### config.mk
export PLATFORM = sky130hd
export DESIGN_NAME = lmmi_target
export DESIGN_NICKNAME = d
export VERILOG_FILES = /design/src/source/lmmi_target.sv
export SDC_FILE = /design/constraint.sdc
export NUM_CORES = 2
export LEC_CHECK = 0
export BUFFER_PORTS_ARGS = -buffer_cell sky130_fd_sc_hd__buf_4
export CORE_MARGIN = 8
export CORE_UTILIZATION = 65
export CTS_BUF_LIST = sky130_fd_sc_hd__clkbuf_4 sky130_fd_sc_hd__clkbuf_8
export DETAILED_ROUTE_END_ITERATION = 16
export PLACE_DENSITY = 0.78
export SYNTH_ARGS = -nofsm -noshare
export SYNTH_HDL_FRONTEND = slang
export SYNTH_SLANG_ARGS = --single-unit
### constraint.sdc
create_clock -name CLK_IN -period 3.1 [get_ports CLK_IN]
set_input_delay 0.62 -clock CLK_IN [delete_from_list [all_inputs] [get_ports CLK_IN]]
set_output_delay 0.62 -clock CLK_IN [all_outputs]
set_load 0.01 [all_outputs]
### src/source/lmmi_target.sv
/*
	LMMI register bank target, stands in for a hard block config port
	Answers a held request after P_WAIT cycles with a one-cycle ready
	Read data follows with a one-cycle valid, one cycle after ready
	Bank has no reset, contents are defined only after a write
*/

`default_nettype none

module lmmi_target
#(
	parameter int P_ADR = 9,
	parameter int P_DAT = 8,
	parameter int P_WAIT = 0
)
(
	input wire CLK_IN,
	input wire RST_IN,

	// LMMI from the bridge
	input wire req,
	input wire dir,
	input wire [P_ADR-1:0] adr,
	input wire [P_DAT-1:0] wdat,

	// LMMI to the bridge
	output logic [P_DAT-1:0] rdat,
	output logic vld,
	output logic rdy
);

// Counter needs one bit even with no wait states
localparam int CNT_W = (P_WAIT > 0) ? $clog2(P_WAIT + 1) : 1;
localparam int DEPTH = 2 ** P_ADR;

// Register bank
logic [P_DAT-1:0] bank [DEPTH];

// Wait counter and handshake state
logic [CNT_W-1:0] cnt;
logic done;
logic accept;
logic rd_acc;

// Accept once the wait count is reached
// Done blocks the tail of the same request
assign accept = req && !done && (cnt == CNT_W'(P_WAIT));

// Handshake control
always_ff @(posedge CLK_IN, posedge RST_IN)
begin
	if (RST_IN)
	begin
		cnt <= '0;
		done <= 1'b0;
		rd_acc <= 1'b0;
		rdy <= 1'b0;
		vld <= 1'b0;
	end
	else
	begin
		// One-cycle ready on acceptance
		rdy <= accept;

		// Valid one cycle after a read was accepted
		vld <= rdy && rd_acc;

		// Request gone, rearm
		if (!req)
		begin
			cnt <= '0;
			done <= 1'b0;
		end
		else if (accept)
		begin
			done <= 1'b1;
			rd_acc <= !dir;
		end
		// Back-pressure phase
		else if (!done)
			cnt <= cnt + 1'b1;
	end
end

// Bank access at acceptance
// Read data stays on rdat until the next read
always_ff @(posedge CLK_IN)
begin
	if (accept)
	begin
		if (dir)
			bank[adr] <= wdat;
		else
			rdat <= bank[adr];
	end
end

// Ready only inside a request
a_rdy_req: assert property (@(posedge CLK_IN) disable iff (RST_IN)
	rdy |-> req)
	else $error("LMMI rdy without req");

// Valid only after a read acceptance
a_vld_rd: assert property (@(posedge CLK_IN) disable iff (RST_IN)
	vld |-> $past(rdy && !dir))
	else $error("LMMI vld without a preceding read rdy");

// Bridge must hold the request steady under back-pressure
a_req_hold: assert property (@(posedge CLK_IN) disable iff (RST_IN)
	(req && !done) |=> (req && $stable(dir) && $stable(adr) && $stable(wdat)))
	else $error("LMMI request changed while waiting");

endmodule

`default_nettype wire

* Yosys cells after proc, flatten, opt, wreduce, memory -nomap -nowiden
Memories as Yosys holds them, arrays and structs flattened. A register that Yosys moved wholly into a read port is not among the register bits.
Index checks and enable logic that the tools add are counted.
W data, S select, Z words.
** Word-level totals
- Register bits :: 5
- Memory bits (writable) :: 4096
- Output and inout port bits :: 10
- Memories kept :: 1
** Cells by class
- Eq/ne operators :: 3
- Add/sub/neg operators :: 1
- Bitwise operators :: 2
- Reduce and logical (&&, ||, !) cells :: 8
- Muxes and demuxes :: 8
** Memory list
- bank :: depth 512, width 8, rd ports 1, clocked after memory_dff 1, write ports 1, line 37 : logic [P_DAT-1:0] bank [DEPTH];
** Operators by type and width (count)
- $mux W1 :: 8
- $reduce_and A2 Y1 :: 3
- $ne A2 B2 Y1 const B :: 2
- $logic_and A1 B1 Y1 :: 3
- $logic_not A1 Y1 :: 2
- $ne A2 B1 Y1 const B :: 1
- $not A1 Y1 :: 2
- $add A1 B1 Y1 const B :: 1

* Longest topological paths before layout
- Word-level depth :: 5
- Gate-level depth with buffers :: 13
- Mapped depth without buffers :: 7

* Worst setup path after synthesis
Ideal clock, no wire load.
- Kind :: input port to flip-flop
- Start point :: input adr[1]
- End point :: register rdat[2] (read register of bank), data pin
- Data arrival time :: 2909 ps
- Setup slack :: -81 ps
- Cell stages on the path :: 11
- Library setup time :: 273 ps
- Path through :: buf_6 buf_6 buf_6 buf_1 mux2i_1 o22ai_1 nor4_1 a21oi_1 or4b_1 nor4_1 nand4_1
** RTL lines
- from (decl) :: line 23 : input wire [P_ADR-1:0] adr,
- to (decl) :: line 27 : output logic [P_DAT-1:0] rdat,

==> qor.csv <==
stage;metric;value;unit
sta;min cycle time layout;3.23;ns
cts;Worst-path clk slew;0.06;ns
setup_path;reg-to-reg startpoint;bank[463][7];
routing;Post-Route WL;468000;um
run_status;failing checks;negative setup slack;
setup_path;Critical-path top delay cell;or4_4;
setup_path;CP top delay family;simple AND/OR/NAND/NOR gates;
logic_synthesis;Yosys warning count;0;
logic_synthesis;async set-or-reset flop fraction in the synthesized netlist;0.122;%
setup_path;R2R setup slack;-0.13;ns
routing;Residual DRC;0;
sta;Final setup viols;1;
sta;Final Max Tran Viols;0;
cts;CTS tree;done;
sta;final worst slack;-0.128;ns
logic_synthesis;Yosys top cell by area;edfxtp_1;
sta;Worst Skew;0.0972;ns
logic_synthesis;Synth Area per Inst;20.0;um^2
die;cell row count;182;
routing;Iter 0 DRT Violations;16200;
setup_path;crit path kind;reg -> reg;
placed_design;DP Wirelength;314000;um
die;Core ar.;245000;um^2
cts;CTS Root Buffer Type;clkbuf_8;
die;starting density of the core;65.1;%
sta;Slew @ Worst Pin;1.42;ns
run_status;status;finished with violations;
routing;vias per std cell;6.95;
setup_path;CP Data Arrival Time;4.10;ns
setup_path;Max stage delay on crit path;0.63;ns
pwr;Power Total;111000;uW
sta;final period utilization;104;%
logic_synthesis;Commonest cells post-synth;edfxtp_1, mux4_2, mux2i_1, nor2_1, o22ai_1;
routing;post-route ant nets;0;
logic_synthesis;cell with the most instances after synthesis;edfxtp_1;
setup_path;CP Max Fanout;1;
cells_and_area;Util after Layout;76.8;%
global_routing;vias in the first global route;92700;
cells_and_area;fillers;12300;
global_routing;first-pass GRT wire length;659000;um
setup_path;Required @ worst endpoint;3.98;ns
setup_path;worst r2r dst;rdat[7];
setup_path;R2R depth;9;
placed_design;PortBufs;30;
setup_path;CP Capture Type;flop;
min_path;end of the worst hold path;cnt;
routing;DRT Pass-1 Iters;8;
cts;htree depth;6;
setup_path;CP cell instances;mux2i_2, o22ai_2, nor4_4, buf_4, o22ai_4, or4_4, nor4_4, buf_4, nand4b_1;
cells_and_area;final cell count without fillers;13500;
sta;WHS;0.316;ns
routing;Vias;93500;
cells_and_area;share of cells above drive strength 1;33.5;%
min_path;Hold Crit Class;in -> reg;
logic_synthesis;Syn Std Cell Area;160000;um^2
sta;Peak Freq;310;MHz
global_routing;initial antenna violation count;31;
routing;drt wl/cell;34.8;um
flow_run;Max-Cap Viols;0;
logic_synthesis;Seq/Total Area, Yosys;77.3;%
pwr;Leak Pwr;0.0638;uW
sta;Rel. slew slack;5.55;%
die;die height;511;um
global_routing;GRT Total Usage;35.1;%
global_routing;largest net degree at the start of global routing;124;
logic_synthesis;synth unique cells;69;
cts;Sinks on Clock Net;4109;
logic_synthesis;number of flops mapped to enable cells by yosys;4104;
placed_design;Inst Count DP;12300;
logic_synthesis;dominant synthesized flop cell;edfxtp_1;
sta;TNS Setup;-0.128;ns
logic_synthesis;top-area cell type share of the netlist area;77.2;%
setup_path;CP bufs+invs;2;
min_path;Hold Crit Depth;3;
cts;CTS max path bufs;4;
min_path;hold path start;req;
logic_synthesis;Syn Nets;8006;
die;Die W;511;um
sta;final hold vios;0;
setup_path;Setup crit start kind;flop;
cells_and_area;final layout net count;9794;
cts;Clk Latency, worst-skew pair;1.16;ns
sta;unrepaired setup endpoints after global routing;true;
cells_and_area;area grow syn2layout;17.9;%
logic_synthesis;synthesized instance count;7985;
pwr;worst vdd ir;622;uV
die;die area;262000;um^2
die;IO Pins;31;
cts;cts bufs inserted;635;
logic_synthesis;flops & latches, synth;4109;
logic_synthesis;Synth area leaders;edfxtp_1, mux4_2, mux2i_1, nor2_1, o22ai_1;
global_routing;remaining global-route overflow;0;
placed_design;Placer Congestion;1.02;
pwr;PD cells;587;nW/um^2
## metal layers
| metal | up-vias | GRT usage (%) | routed length [um] |
|---|---|---|---|
| met3 | 1558 | 11.7 | 75800 |
| met2 | 8461 | 51.6 | 208000 |
| met1 | 46700 | 47.2 | 154000 |
| met5 | - | 0 | 93 |
| li1 | 36700 | - | - |
| met4 | 14 | 18.9 | 30700 |
## tightest hold or removal path: cells and delay by family
| kind | cells | cell delay, ns |
|---|---|---|
| simple gates | 1 | 0.14 |
| buf+inv | 2 | 0.64 |
## flip-flops by register name, indices dropped and copies added (netlist names)
register  cells
bank       4096
rd_acc        1
rdat          8
done          1
rdy           1
cnt           1
vld           1
## stage by stage
stage / worst slack (ns) / cell area (um^2)
after floorplan: -0.0318 / 160000
after global placement: -1.84 / 176000
after detailed placement: -1.83 / 176000
after CTS: -0.0818 / 188000
after global routing: -0.153 / 188000
final: -0.128 / 188000
## timing repair
item / in CTS / in global routing
endpoints found under the hold margin: 275 / 0
hold buffers: 12 / 0
gates cloned: 0 / 0
setup endpoints to repair: 6 / 7
buffers inserted: 0 / 0
gates resized for setup: 15 / 28
pin swaps: 0 / 12
## power breakdown
group	internal, uW	switching, uW	leakage, uW
sequential	61100	18.1	0.0369
clock	22500	20700	0.00624
combinational	2270	3840	0.0207
total	85900	24600	0.0638
## cell usage in the layout, fill, tap and decap left out, drive strengths merged, types with 19 or more instances in the layout
cell	netlist	layout
edfxtp	4104	4104
buf	306	1652
clkbuf	207	839
mux4	691	691
mux2i	633	633
nor2	567	567
o22ai	230	230
clkinv	1	201
nand2	186	186
a22oi	121	121
a21oi	117	117
a221oi	90	90
nand3	85	85
o21ai	72	72
nand4	59	59
mux2	58	58
a31oi	57	57
nor4	46	46
or4	40	40
and3	34	34
a211oi	34	34
inv	7	29
and2	27	27
nor2b	27	27
a32oi	20	20
diode	0	19
## kinds of logic (layout without fill, tap and decap cells)
kind of cell | Yosys count | in the layout | share of synthesized area (%)
buffers and inverters | 521 | 2753 | 1.70
other | 0 | 19 | 0
DFF | 4109 | 4109 | 77.3
AOI/OAI and AO/OA | 825 | 825 | 3.51
muxes | 1382 | 1382 | 14.1
and+or+nand+nor | 1148 | 1148 | 3.35
## worst max-delay path by stage
stage | startpoint | cells past startpoint | slack, ns | end
after floorplan | adr[2] | 9 | -0.03 | bank[68][0]
after global placement | adr[1] | 12 | -1.84 | rdat[7]
after detailed placement | adr[1] | 12 | -1.83 | rdat[7]
after CTS | bank[492][7] | 9 | -0.08 | rdat[7]
after global routing | bank[463][7] | 9 | -0.15 | rdat[7]
final | bank[463][7] | 9 | -0.13 | rdat[7]
## final cells by class
cell class                 count  area (um^2)  area share [%]
tap                         3220         4030            2.14
sequential                  4109       123000            65.6
clock inverter               242         1440           0.765
inverter                       8         32.5          0.0173
multi-input combinational   3355        33900            18.0
antenna                       19         47.5          0.0253
timing repair buffer        1664        14900            7.93
clock buffer                 839        10300            5.50
Note: power is estimated with default switching activity, not from simulation.
