`config.mk`:
```
export PLATFORM = sky130hd
export DESIGN_NAME = lmmi_bridge
export DESIGN_NICKNAME = d
export VERILOG_FILES = /design/src/source/lmmi_pkg.sv /design/src/source/lmmi_bridge.sv
export SDC_FILE = /design/constraint.sdc
export NUM_CORES = 1
export LEC_CHECK = 0
export ABC_AREA = 1
export BUFFER_PORTS_ARGS = -buffer_cell sky130_fd_sc_hd__buf_4
export CAP_MARGIN = 20
export CORE_UTILIZATION = 33
export CTS_CLUSTER_SIZE = 20
export DETAILED_ROUTE_END_ITERATION = 7
export GPL_ROUTABILITY_DRIVEN = 0
export GPL_TIMING_DRIVEN = 0
export PLACE_DENSITY = 0.64
export SKIP_LAST_GASP = 1
export SLEW_MARGIN = 0
export SYNTH_ARGS = -nofsm -noshare
export SYNTH_HDL_FRONTEND = slang
export SYNTH_SLANG_ARGS = --single-unit
```
`constraint.sdc`:
```
create_clock -name CLK_IN -period 1.2 [get_ports CLK_IN]
set_input_delay 0.3 -clock CLK_IN [delete_from_list [all_inputs] [get_ports CLK_IN]]
set_output_delay 0.3 -clock CLK_IN [all_outputs]
set_load 0.1 [all_outputs]
```
`src/source/lmmi_pkg.sv`:
```
/*
	Shared constants for the LMMI bridge subsystem
	Local bus is a 4-bit register address with 32-bit data words
	Register indices and bit positions are the host software view
	and must not change without updating the host driver
*/

`default_nettype none

package lmmi_pkg;

	// Local bus address width
	localparam int LB_ADR_W = 4;

	// Local bus data width
	localparam int LB_DAT_W = 32;

	// Register map
	// Control, start bits self-clear
	localparam int REG_CTL = 0;

	// Status, busy and read-data-ready
	localparam int REG_STA = 1;

	// Selector word on write, captured read data on read
	localparam int REG_LMMI = 2;

	// Control register bits
	// Start an LMMI write
	localparam int CTL_WR = 0;

	// Start an LMMI read
	localparam int CTL_RD = 1;

	localparam int CTL_W = 2;

	// Status register bits
	// Transaction in flight, cleared by the target ready
	localparam int STA_BUSY = 0;

	// Read data captured, host clears by writing 1
	localparam int STA_RDY = 1;

	localparam int STA_W = 2;

endpackage

`default_nettype wire

```
`src/source/lmmi_bridge.sv`:
```
/*
	Local-bus to LMMI bridge, one outstanding transaction at a time
	Host writes the selector word (port, address, data) and then a start bit
	Selector and port must not change while busy is set
	Host must wait for the lb_vld response cycle before the next strobe
	Selector word must fit in the 32-bit local-bus data word
*/

`default_nettype none

module lmmi_bridge
#(
	parameter int P_PORTS = 4,
	parameter int P_ADR = 9,
	parameter int P_DAT = 8
)
(
	input wire CLK_IN,
	input wire RST_IN,

	// Local bus
	input wire [lmmi_pkg::LB_ADR_W-1:0] lb_adr,
	input wire lb_wr,
	input wire lb_rd,
	input wire [lmmi_pkg::LB_DAT_W-1:0] lb_din,
	output logic [lmmi_pkg::LB_DAT_W-1:0] lb_dout,
	output logic lb_vld,

	// LMMI, one slice per port
	output logic [P_PORTS-1:0] lmmi_req,
	output logic [P_PORTS-1:0] lmmi_dir,
	output logic [P_PORTS*P_ADR-1:0] lmmi_adr,
	output logic [P_PORTS*P_DAT-1:0] lmmi_wdat,
	input wire [P_PORTS*P_DAT-1:0] lmmi_rdat,
	input wire [P_PORTS-1:0] lmmi_vld,
	input wire [P_PORTS-1:0] lmmi_rdy
);

// Selector word layout
localparam int PORT_W = $clog2(P_PORTS);
localparam int SEL_ADR_LSB = PORT_W;
localparam int SEL_DAT_LSB = PORT_W + P_ADR;

// Registered local bus
logic [lmmi_pkg::LB_ADR_W-1:0] lb_adr_r;
logic lb_wr_r;
logic lb_rd_r;
logic [lmmi_pkg::LB_DAT_W-1:0] lb_din_r;

// Address decode
logic ctl_sel;
logic sta_sel;
logic wr_ctl;
logic wr_sta;
logic wr_sel;

// Control and status
logic [lmmi_pkg::CTL_W-1:0] ctl_r;
logic [lmmi_pkg::STA_W-1:0] sta_r;
logic start;
logic busy;
logic rd_rdy;

// Selector fields
logic [PORT_W-1:0] port_sel;
logic [P_ADR-1:0] adr_sel;
logic [P_DAT-1:0] wdat_sel;

// Valid edge detection and read capture
logic [P_PORTS-1:0] vld_prev;
logic [P_PORTS-1:0] vld_re;
logic [P_DAT-1:0] rd_data;

// Elaboration checks on the parameter set
if (P_PORTS < 2)
begin : g_port_chk
	$error("lmmi_bridge needs at least two ports");
end

if (SEL_DAT_LSB + P_DAT > lmmi_pkg::LB_DAT_W)
begin : g_sel_chk
	$error("Selector word does not fit in the local-bus data word");
end

// Local bus strobes
always_ff @(posedge CLK_IN, posedge RST_IN)
begin
	if (RST_IN)
	begin
		lb_wr_r <= 1'b0;
		lb_rd_r <= 1'b0;
	end
	else
	begin
		lb_wr_r <= lb_wr;
		lb_rd_r <= lb_rd;
	end
end

// Local bus address and data, sampled every cycle
always_ff @(posedge CLK_IN)
begin
	lb_adr_r <= lb_adr;
	lb_din_r <= lb_din;
end

// Decode of the registered address
assign ctl_sel = (lb_adr_r == lmmi_pkg::REG_CTL);
assign sta_sel = (lb_adr_r == lmmi_pkg::REG_STA);
assign wr_ctl = ctl_sel && lb_wr_r;
assign wr_sta = sta_sel && lb_wr_r;
assign wr_sel = (lb_adr_r == lmmi_pkg::REG_LMMI) && lb_wr_r;

// Read mux
// Any other address returns the last captured LMMI byte
always_comb
begin
	lb_dout = '0;
	if (ctl_sel)
		lb_dout[lmmi_pkg::CTL_W-1:0] = ctl_r;
	else if (sta_sel)
		lb_dout[lmmi_pkg::STA_W-1:0] = sta_r;
	else
		lb_dout[P_DAT-1:0] = rd_data;
end

// Response in the cycle after the strobe
assign lb_vld = lb_rd_r;

// Control register
// Start bits live for one cycle only
always_ff @(posedge CLK_IN, posedge RST_IN)
begin
	if (RST_IN)
		ctl_r <= '0;
	else if (wr_ctl)
		ctl_r <= lb_din_r[lmmi_pkg::CTL_W-1:0];
	else
		ctl_r <= '0;
end

assign start = |ctl_r;

// Busy
// Set together with the start bit, so it covers the whole request
always_ff @(posedge CLK_IN, posedge RST_IN)
begin
	if (RST_IN)
		busy <= 1'b0;
	else if (wr_ctl && (|lb_din_r[lmmi_pkg::CTL_W-1:0]))
		busy <= 1'b1;
	else if (|lmmi_rdy)
		busy <= 1'b0;
end

// Read data ready
// Host clear wins over a coincident valid edge
always_ff @(posedge CLK_IN, posedge RST_IN)
begin
	if (RST_IN)
		rd_rdy <= 1'b0;
	else if (wr_sta && lb_din_r[lmmi_pkg::STA_RDY])
		rd_rdy <= 1'b0;
	else if (|vld_re)
		rd_rdy <= 1'b1;
end

assign sta_r[lmmi_pkg::STA_BUSY] = busy;
assign sta_r[lmmi_pkg::STA_RDY] = rd_rdy;

// Port field steers req and dir
always_ff @(posedge CLK_IN, posedge RST_IN)
begin
	if (RST_IN)
		port_sel <= '0;
	else if (wr_sel)
		port_sel <= lb_din_r[PORT_W-1:0];
end

// Address and write data fields
always_ff @(posedge CLK_IN)
begin
	if (wr_sel)
	begin
		adr_sel <= lb_din_r[SEL_ADR_LSB +: P_ADR];
		wdat_sel <= lb_din_r[SEL_DAT_LSB +: P_DAT];
	end
end

// Broadcast to every port, only req qualifies them
assign lmmi_adr = {P_PORTS{adr_sel}};
assign lmmi_wdat = {P_PORTS{wdat_sel}};

// Previous valid per port
always_ff @(posedge CLK_IN, posedge RST_IN)
begin
	if (RST_IN)
		vld_prev <= '0;
	else
		vld_prev <= lmmi_vld;
end

assign vld_re = lmmi_vld & ~vld_prev;

// Capture read byte on the valid edge
always_ff @(posedge CLK_IN, posedge RST_IN)
begin
	if (RST_IN)
		rd_data <= '0;
	else
	begin
		for (int i = 0; i < P_PORTS; i++)
		begin
			if (vld_re[i])
				rd_data <= lmmi_rdat[i*P_DAT +: P_DAT];
		end
	end
end

// Request and direction
// Raised on the start bit, held until the target ready
// Unselected ports are forced idle
always_ff @(posedge CLK_IN, posedge RST_IN)
begin
	if (RST_IN)
	begin
		lmmi_req <= '0;
		lmmi_dir <= '0;
	end
	else
	begin
		for (int i = 0; i < P_PORTS; i++)
		begin
			if ((port_sel == PORT_W'(i)) && start)
			begin
				lmmi_req[i] <= 1'b1;
				lmmi_dir[i] <= ctl_r[lmmi_pkg::CTL_WR];
			end
			else if ((port_sel != PORT_W'(i)) || lmmi_rdy[i])
			begin
				lmmi_req[i] <= 1'b0;
				lmmi_dir[i] <= 1'b0;
			end
		end
	end
end

// Single outstanding transaction across all ports
a_req_onehot: assert property (@(posedge CLK_IN) disable iff (RST_IN)
	$onehot0(lmmi_req))
	else $error("More than one LMMI request active");

// Direction only qualifies a live request
a_dir_req: assert property (@(posedge CLK_IN) disable iff (RST_IN)
	((lmmi_dir & ~lmmi_req) == '0))
	else $error("LMMI dir high without req");

// Status must show every request in flight
a_busy_req: assert property (@(posedge CLK_IN) disable iff (RST_IN)
	(|lmmi_req) |-> busy)
	else $error("LMMI request active while busy is clear");

endmodule

`default_nettype wire

```
## Word-level counts from Yosys, hierarchy flattened

Cells that the tools add are included.

| storage, ports and cells | value |
|---|---|
| output and inout bits | 109 |
| bits of input ports | 80 |
| flip-flop bits (word level) | 68 |

| operators by class | value |
|---|---|
| bitwise logic cells | 2 |
| mux-type cells | 25 |
| eq/ne operators | 8 |
| reductions and logical operators | 27 |

Operators by type and width:

| operator | count |
|---|---|
| 8-bit two-way mux | 4 |
| 1-bit two-way mux | 16 |
| 2-bit nonzero test | 7 |
| 6-bit two-way mux | 2 |
| 1-bit logical AND | 9 |
| 4-bit OR reduction | 2 |
| 2-bit two-way mux | 3 |
| 4-bit AND | 1 |
| 2-bit == test (second input constant) | 2 |
| 4-bit by 1-bit == test with 1-bit output (second input constant) | 1 |
| 4-bit by 2-bit == test with 1-bit output (second input constant) | 1 |
| 4-bit logical NOT | 1 |
| 1-bit logical OR | 4 |
| 2-bit inequality test (second input constant) | 2 |
| 4-bit inverter | 1 |
| 4-bit nonzero test | 1 |
| 2-bit OR reduction | 2 |
| 2-bit by 1-bit == test with 1-bit output (second input constant) | 1 |
| 2-bit logical NOT | 1 |
| 2-bit by 1-bit inequality test with 1-bit output (second input constant) | 1 |

## Depth between registers and ports, before layout

| depth | value |
|---|---|
| word-level depth | 6 |
| mapped depth | 8 |
| mapped depth without buffers | 7 |

## Worst setup path after synthesis

No wires, ideal clock.

| timing path | value |
|---|---|
| kind | register to output |
| start point | reg lb_adr_r[1] (netlist name) |
| end point | out lb_dout[0] (netlist name) |
| stages on the path, launching flop included | 7 |
| data arrival time | 1952 ps |
| setup slack | -1052 ps |
| cell sequence | dfxtp_1 > inv_1 > nand2_1 > inv_1 > nand2_1 > nor2_1 > nor2_1 |

| on the way | value |
|---|---|
| cells in the longest elaborated chain, start to end | 3 |
| elaborated cells between the ends (all ways) | 4 |

Ends and longest elaborated chain:

| element | line | source |
|---|---|---|
| start: declaration | lmmi_bridge.sv:45 | `logic [lmmi_pkg::LB_ADR_W-1:0] lb_adr_r;` |
| start signal: assignment | lmmi_bridge.sv:103 | `lb_adr_r <= lb_adr;` |
| 4-bit by 1-bit == test with 1-bit output | lmmi_bridge.sv:109 | `assign sta_sel = (lb_adr_r == lmmi_pkg::REG_STA);` |
| 2-bit two-way mux | lmmi_bridge.sv:121 | `else if (sta_sel)` |
| 2-bit two-way mux * | lmmi_bridge.sv:119 | `if (ctl_sel)` |
| end: declaration | lmmi_bridge.sv:26 | `output logic [lmmi_pkg::LB_DAT_W-1:0] lb_dout,` |

Mark *: on every way between the ends. The rest lies on a longest branch, timed or not.

## Worst setup path in the final report

| timing path | value |
|---|---|
| start point | reg lb_adr_r[2] (netlist name) |
| end point | out lb_dout[0] (netlist name) |

Same word-level chain as after synthesis.

==> results.ini <==
[yosys]
synth_warnings = 0
synth_edf_count = 17
yosysUniqueCellTypes = 21
synthTopCellsByArea = dfrtp_1, buf_4, edfxtp_1
synth_top_area_share_pct = 22.1
synth_seq_cells = 68
synth.yosys.seq_area_share_pct = 52.8
ys.flop_type = dfrtp_1
syn_avg_cell_area_um2 = 9.12
async_flop_share_pct = 41.2
synth_largest_area_cell = dfrtp_1
synth_area_mm2 = 0.00317
syn_inst = 347

[power]
irDropWorstVdd_uv = 748
p_total_mw = 6.93
power_leakage_nw = 3.17
power_density_mw_per_mm2 = 1080

[sta]
rsz0062_at_grt = true
fmax_mhz = 579
tns_ps = -24640
finalSetupViolations = 103
finalHoldViolations = 0
min_period_ps = 1730
fin_skew_ps = 13.4
post-route-period-util_pct = 144
drv_slew = 0
worst_slack_ps = -528

[cells_and_area]
final_layout_size_suffix_gt1_share_pct = 55.4
syn_to_final_growth_pct = 103
final_area_mm2 = 0.00642
nNetsFinal = 638
finalNonFillerCells = 692
num_antenna_cells = 0

[clock_network]
cts.sinks = 68
cts_tree = done
cts-root-buf = clkbuf_8
cts-htree-levels = 3
clkLatencyLatePin_ps = 340
clk_pin_slew_ps = 80
cts_buffers = 9
clk_path_buf_depth = 2

[outcome]
violations = setup timing
outcome = finished with violations

[detailed_routing]
drc = 0
initialDrtViolationCount = 77
vias = 2845
final_antenna_net_count = 0
avgViaCountPerCell = 4.11
wl_um = 11300
wl_per_cell_um = 16.3
first_pass_iters = 4

[floorplanning]
die_h_um = 99.9
row_count = 35
die_area_mm2 = 0.00999
io_pins = 189
die_w_um = 99.9
start_util_pct = 34.1
core-area_mm2 = 0.00928

[worst_hold_path]
min_path_cells = 1
hold_class = in -> reg

[worst_setup_path]
ff2ff_setup_slack_ps = -110
worstSetupStartpointType = flop
crit_arrival_ps = 1430
crit_slowest_cell = dfxtp_2
r2r.worst_path.cells = 4
max_stage_delay_ps = 330
crit_type = reg -> out
crit_chain = nor2_4, nand2_4, nor2_2, nand2_1, nand2_1, nor2_4, buf_12
crit_path_max_fanout = 5
crit_required_ps = 900
end_kind = primary output

[run]
cap_violations = 0

[global_routing]
grt_max_degree = 29
grt_pass1_vias = 2840
grt_pass1_wl_um = 15700
antenna_found_initial = 0
grt_usage_pct = 20.8
overflow = 0

[placed_design]
placedCellCount = 650
postPlaceCellArea_mm2 = 0.00465
io_buffer_count = 151
place_hpwl_um = 6000

==> area by class of cell <==
class / count / area [µm²]
fill: 625 / 2860
timing repair buffer: 177 / 2450
sequential: 68 / 1690
multi-input combinational: 173 / 902
buffer: 78 / 792
inverter: 50 / 203
tap: 129 / 161
clock buffer: 10 / 128
clock inverter: 6 / 88.8
timing repair inverter: 1 / 7.51
==> power breakdown <==
group          internal (mW)  switching [mW]  leakage, nW
Clock                   1.17           0.895        0.102
Sequential              2.49          0.0905        0.687
Combinational          0.810            1.47         2.38
Total                   4.47            2.46         3.17
==> logic make-up (layout without fill, tap and decap cells) <==
group / after synthesis / in the layout / share of synthesized area [%]
and+or+nand+nor: 139 / 139 / 20.2
buffers and inverters: 129 / 322 / 25.3
DFF: 68 / 68 / 52.8
AOI/OAI and AO/OA: 10 / 10 / 1.58
other: 1 / 24 / 0.118
==> registers in the layout, indices dropped and copies added (netlist names) <==
signal and cells:
lb_adr_r 4, ctl_r 2, lb_din_r 19, busy 1, lb_wr_r 1, rd_rdy 1
lmmi_dir 4, adr_sel 9, port_sel 2, vld_prev 4, rd_data 8, lmmi_req 4
lb_vld 1, wdat_sel 8
==> layout by cell type, fill, tap and decap left out <==
| cell type | netlist | layout |
|---|---|---|
| buf_4 | 75 | 103 |
| buf_12 | 0 | 80 |
| nand2_1 | 67 | 63 |
| buf_6 | 3 | 62 |
| inv_1 | 48 | 45 |
| nand3_1 | 33 | 30 |
| conb_1 | 1 | 24 |
| dfrtp_1 | 28 | 20 |
| dfxtp_1 | 23 | 19 |
| nor2_1 | 27 | 17 |
| edfxtp_1 | 17 | 17 |
| nor2_4 | 0 | 9 |
| clkbuf_8 | 0 | 9 |
| a21oi_1 | 8 | 8 |
| dfrtp_2 | 0 | 8 |
| buf_8 | 1 | 7 |
| clkinvlp_4 | 0 | 5 |
| nand2_4 | 2 | 3 |
| nand2_8 | 2 | 3 |
| nor2_2 | 2 | 3 |
| nand2_2 | 1 | 3 |
| nor3_1 | 3 | 3 |
| dfxtp_2 | 0 | 3 |
| clkinv_4 | 0 | 2 |
| nand3_2 | 0 | 2 |
| bufinv_16 | 0 | 2 |
| inv_4 | 0 | 1 |
| nor2_8 | 1 | 1 |
| nand4_1 | 1 | 1 |
| o21ai_0 | 2 | 1 |
| inv_2 | 2 | 1 |
| nand3_4 | 0 | 1 |
| o21ai_1 | 0 | 1 |
| clkinv_2 | 0 | 1 |
| clkbuf_1 | 0 | 1 |
| clkbuf_16 | 0 | 1 |
| dlygate4sd3_1 | 0 | 1 |
| dfxtp_4 | 0 | 1 |
| buf_16 | 0 | 1 |
==> metrics by stage <==
step / hold WS [ps] / setup WS, ps / util, %
floorplan: 328 / -481 / -
global placement: 386 / -531 / 50.0
detailed placement: 389 / -547 / 50.0
CTS: 35.7 / -558 / 65.8
global route: 31.2 / -618 / 69.2
finish: 56.5 / -528 / 69.2
==> repair_timing <==
item	4_1_cts	5_1_grt
pin swaps	3	4
endpoints found under the hold margin	0	4
buffers inserted	10	13
endpoints found under the setup margin	105	112
hold buffers	0	1
gates resized for setup	290	38
gates cloned	1	1
==> metal layers <==
metal	wire length [µm]	track usage (%)	vias up
met1	4020	22.8	1281
met3	1100	8.08	22
met2	5890	37.0	158
li1	-	-	1384
met5	0	0	-
met4	286	6.33	0
==> critical path, delay by kind of cell, from the launching register on <==
kind / cells / cell delay, ps
buf+inv: 1 / 160
flops: 1 / 330
simple gates: 6 / 600
==> cell usage after synthesis (2+ instances only) <==
master	number
buf_6	3
a21oi_1	8
nor3_1	3
dfrtp_1	28
buf_4	75
dfxtp_1	23
nor2_1	27
nor2_2	2
nand2_1	67
inv_1	48
nand2_4	2
edfxtp_1	17
nand2_8	2
o21ai_0	2
inv_2	2
nand3_1	33
==> final timing paths <==
| path | from | to |
|---|---|---|
| max reg2reg | lb_adr_r[2]$_DFF_P_ | adr_sel[8]$_DFFE_PP_ |
| min in group asynchronous | RST_IN | lb_vld$_DFF_PP0_ |
| min reg2reg | lb_din_r[9]$_DFF_P_ | adr_sel[7]$_DFFE_PP_ |
| max in group asynchronous | RST_IN | lmmi_req[1]$_DFFE_PP0P_ |
| max | lb_adr_r[2]$_DFF_P_ | lb_dout[0] |
| min | lb_din[17] | lb_din_r[17]$_DFF_P_ |
Note: power is estimated with default switching activity, not from simulation.
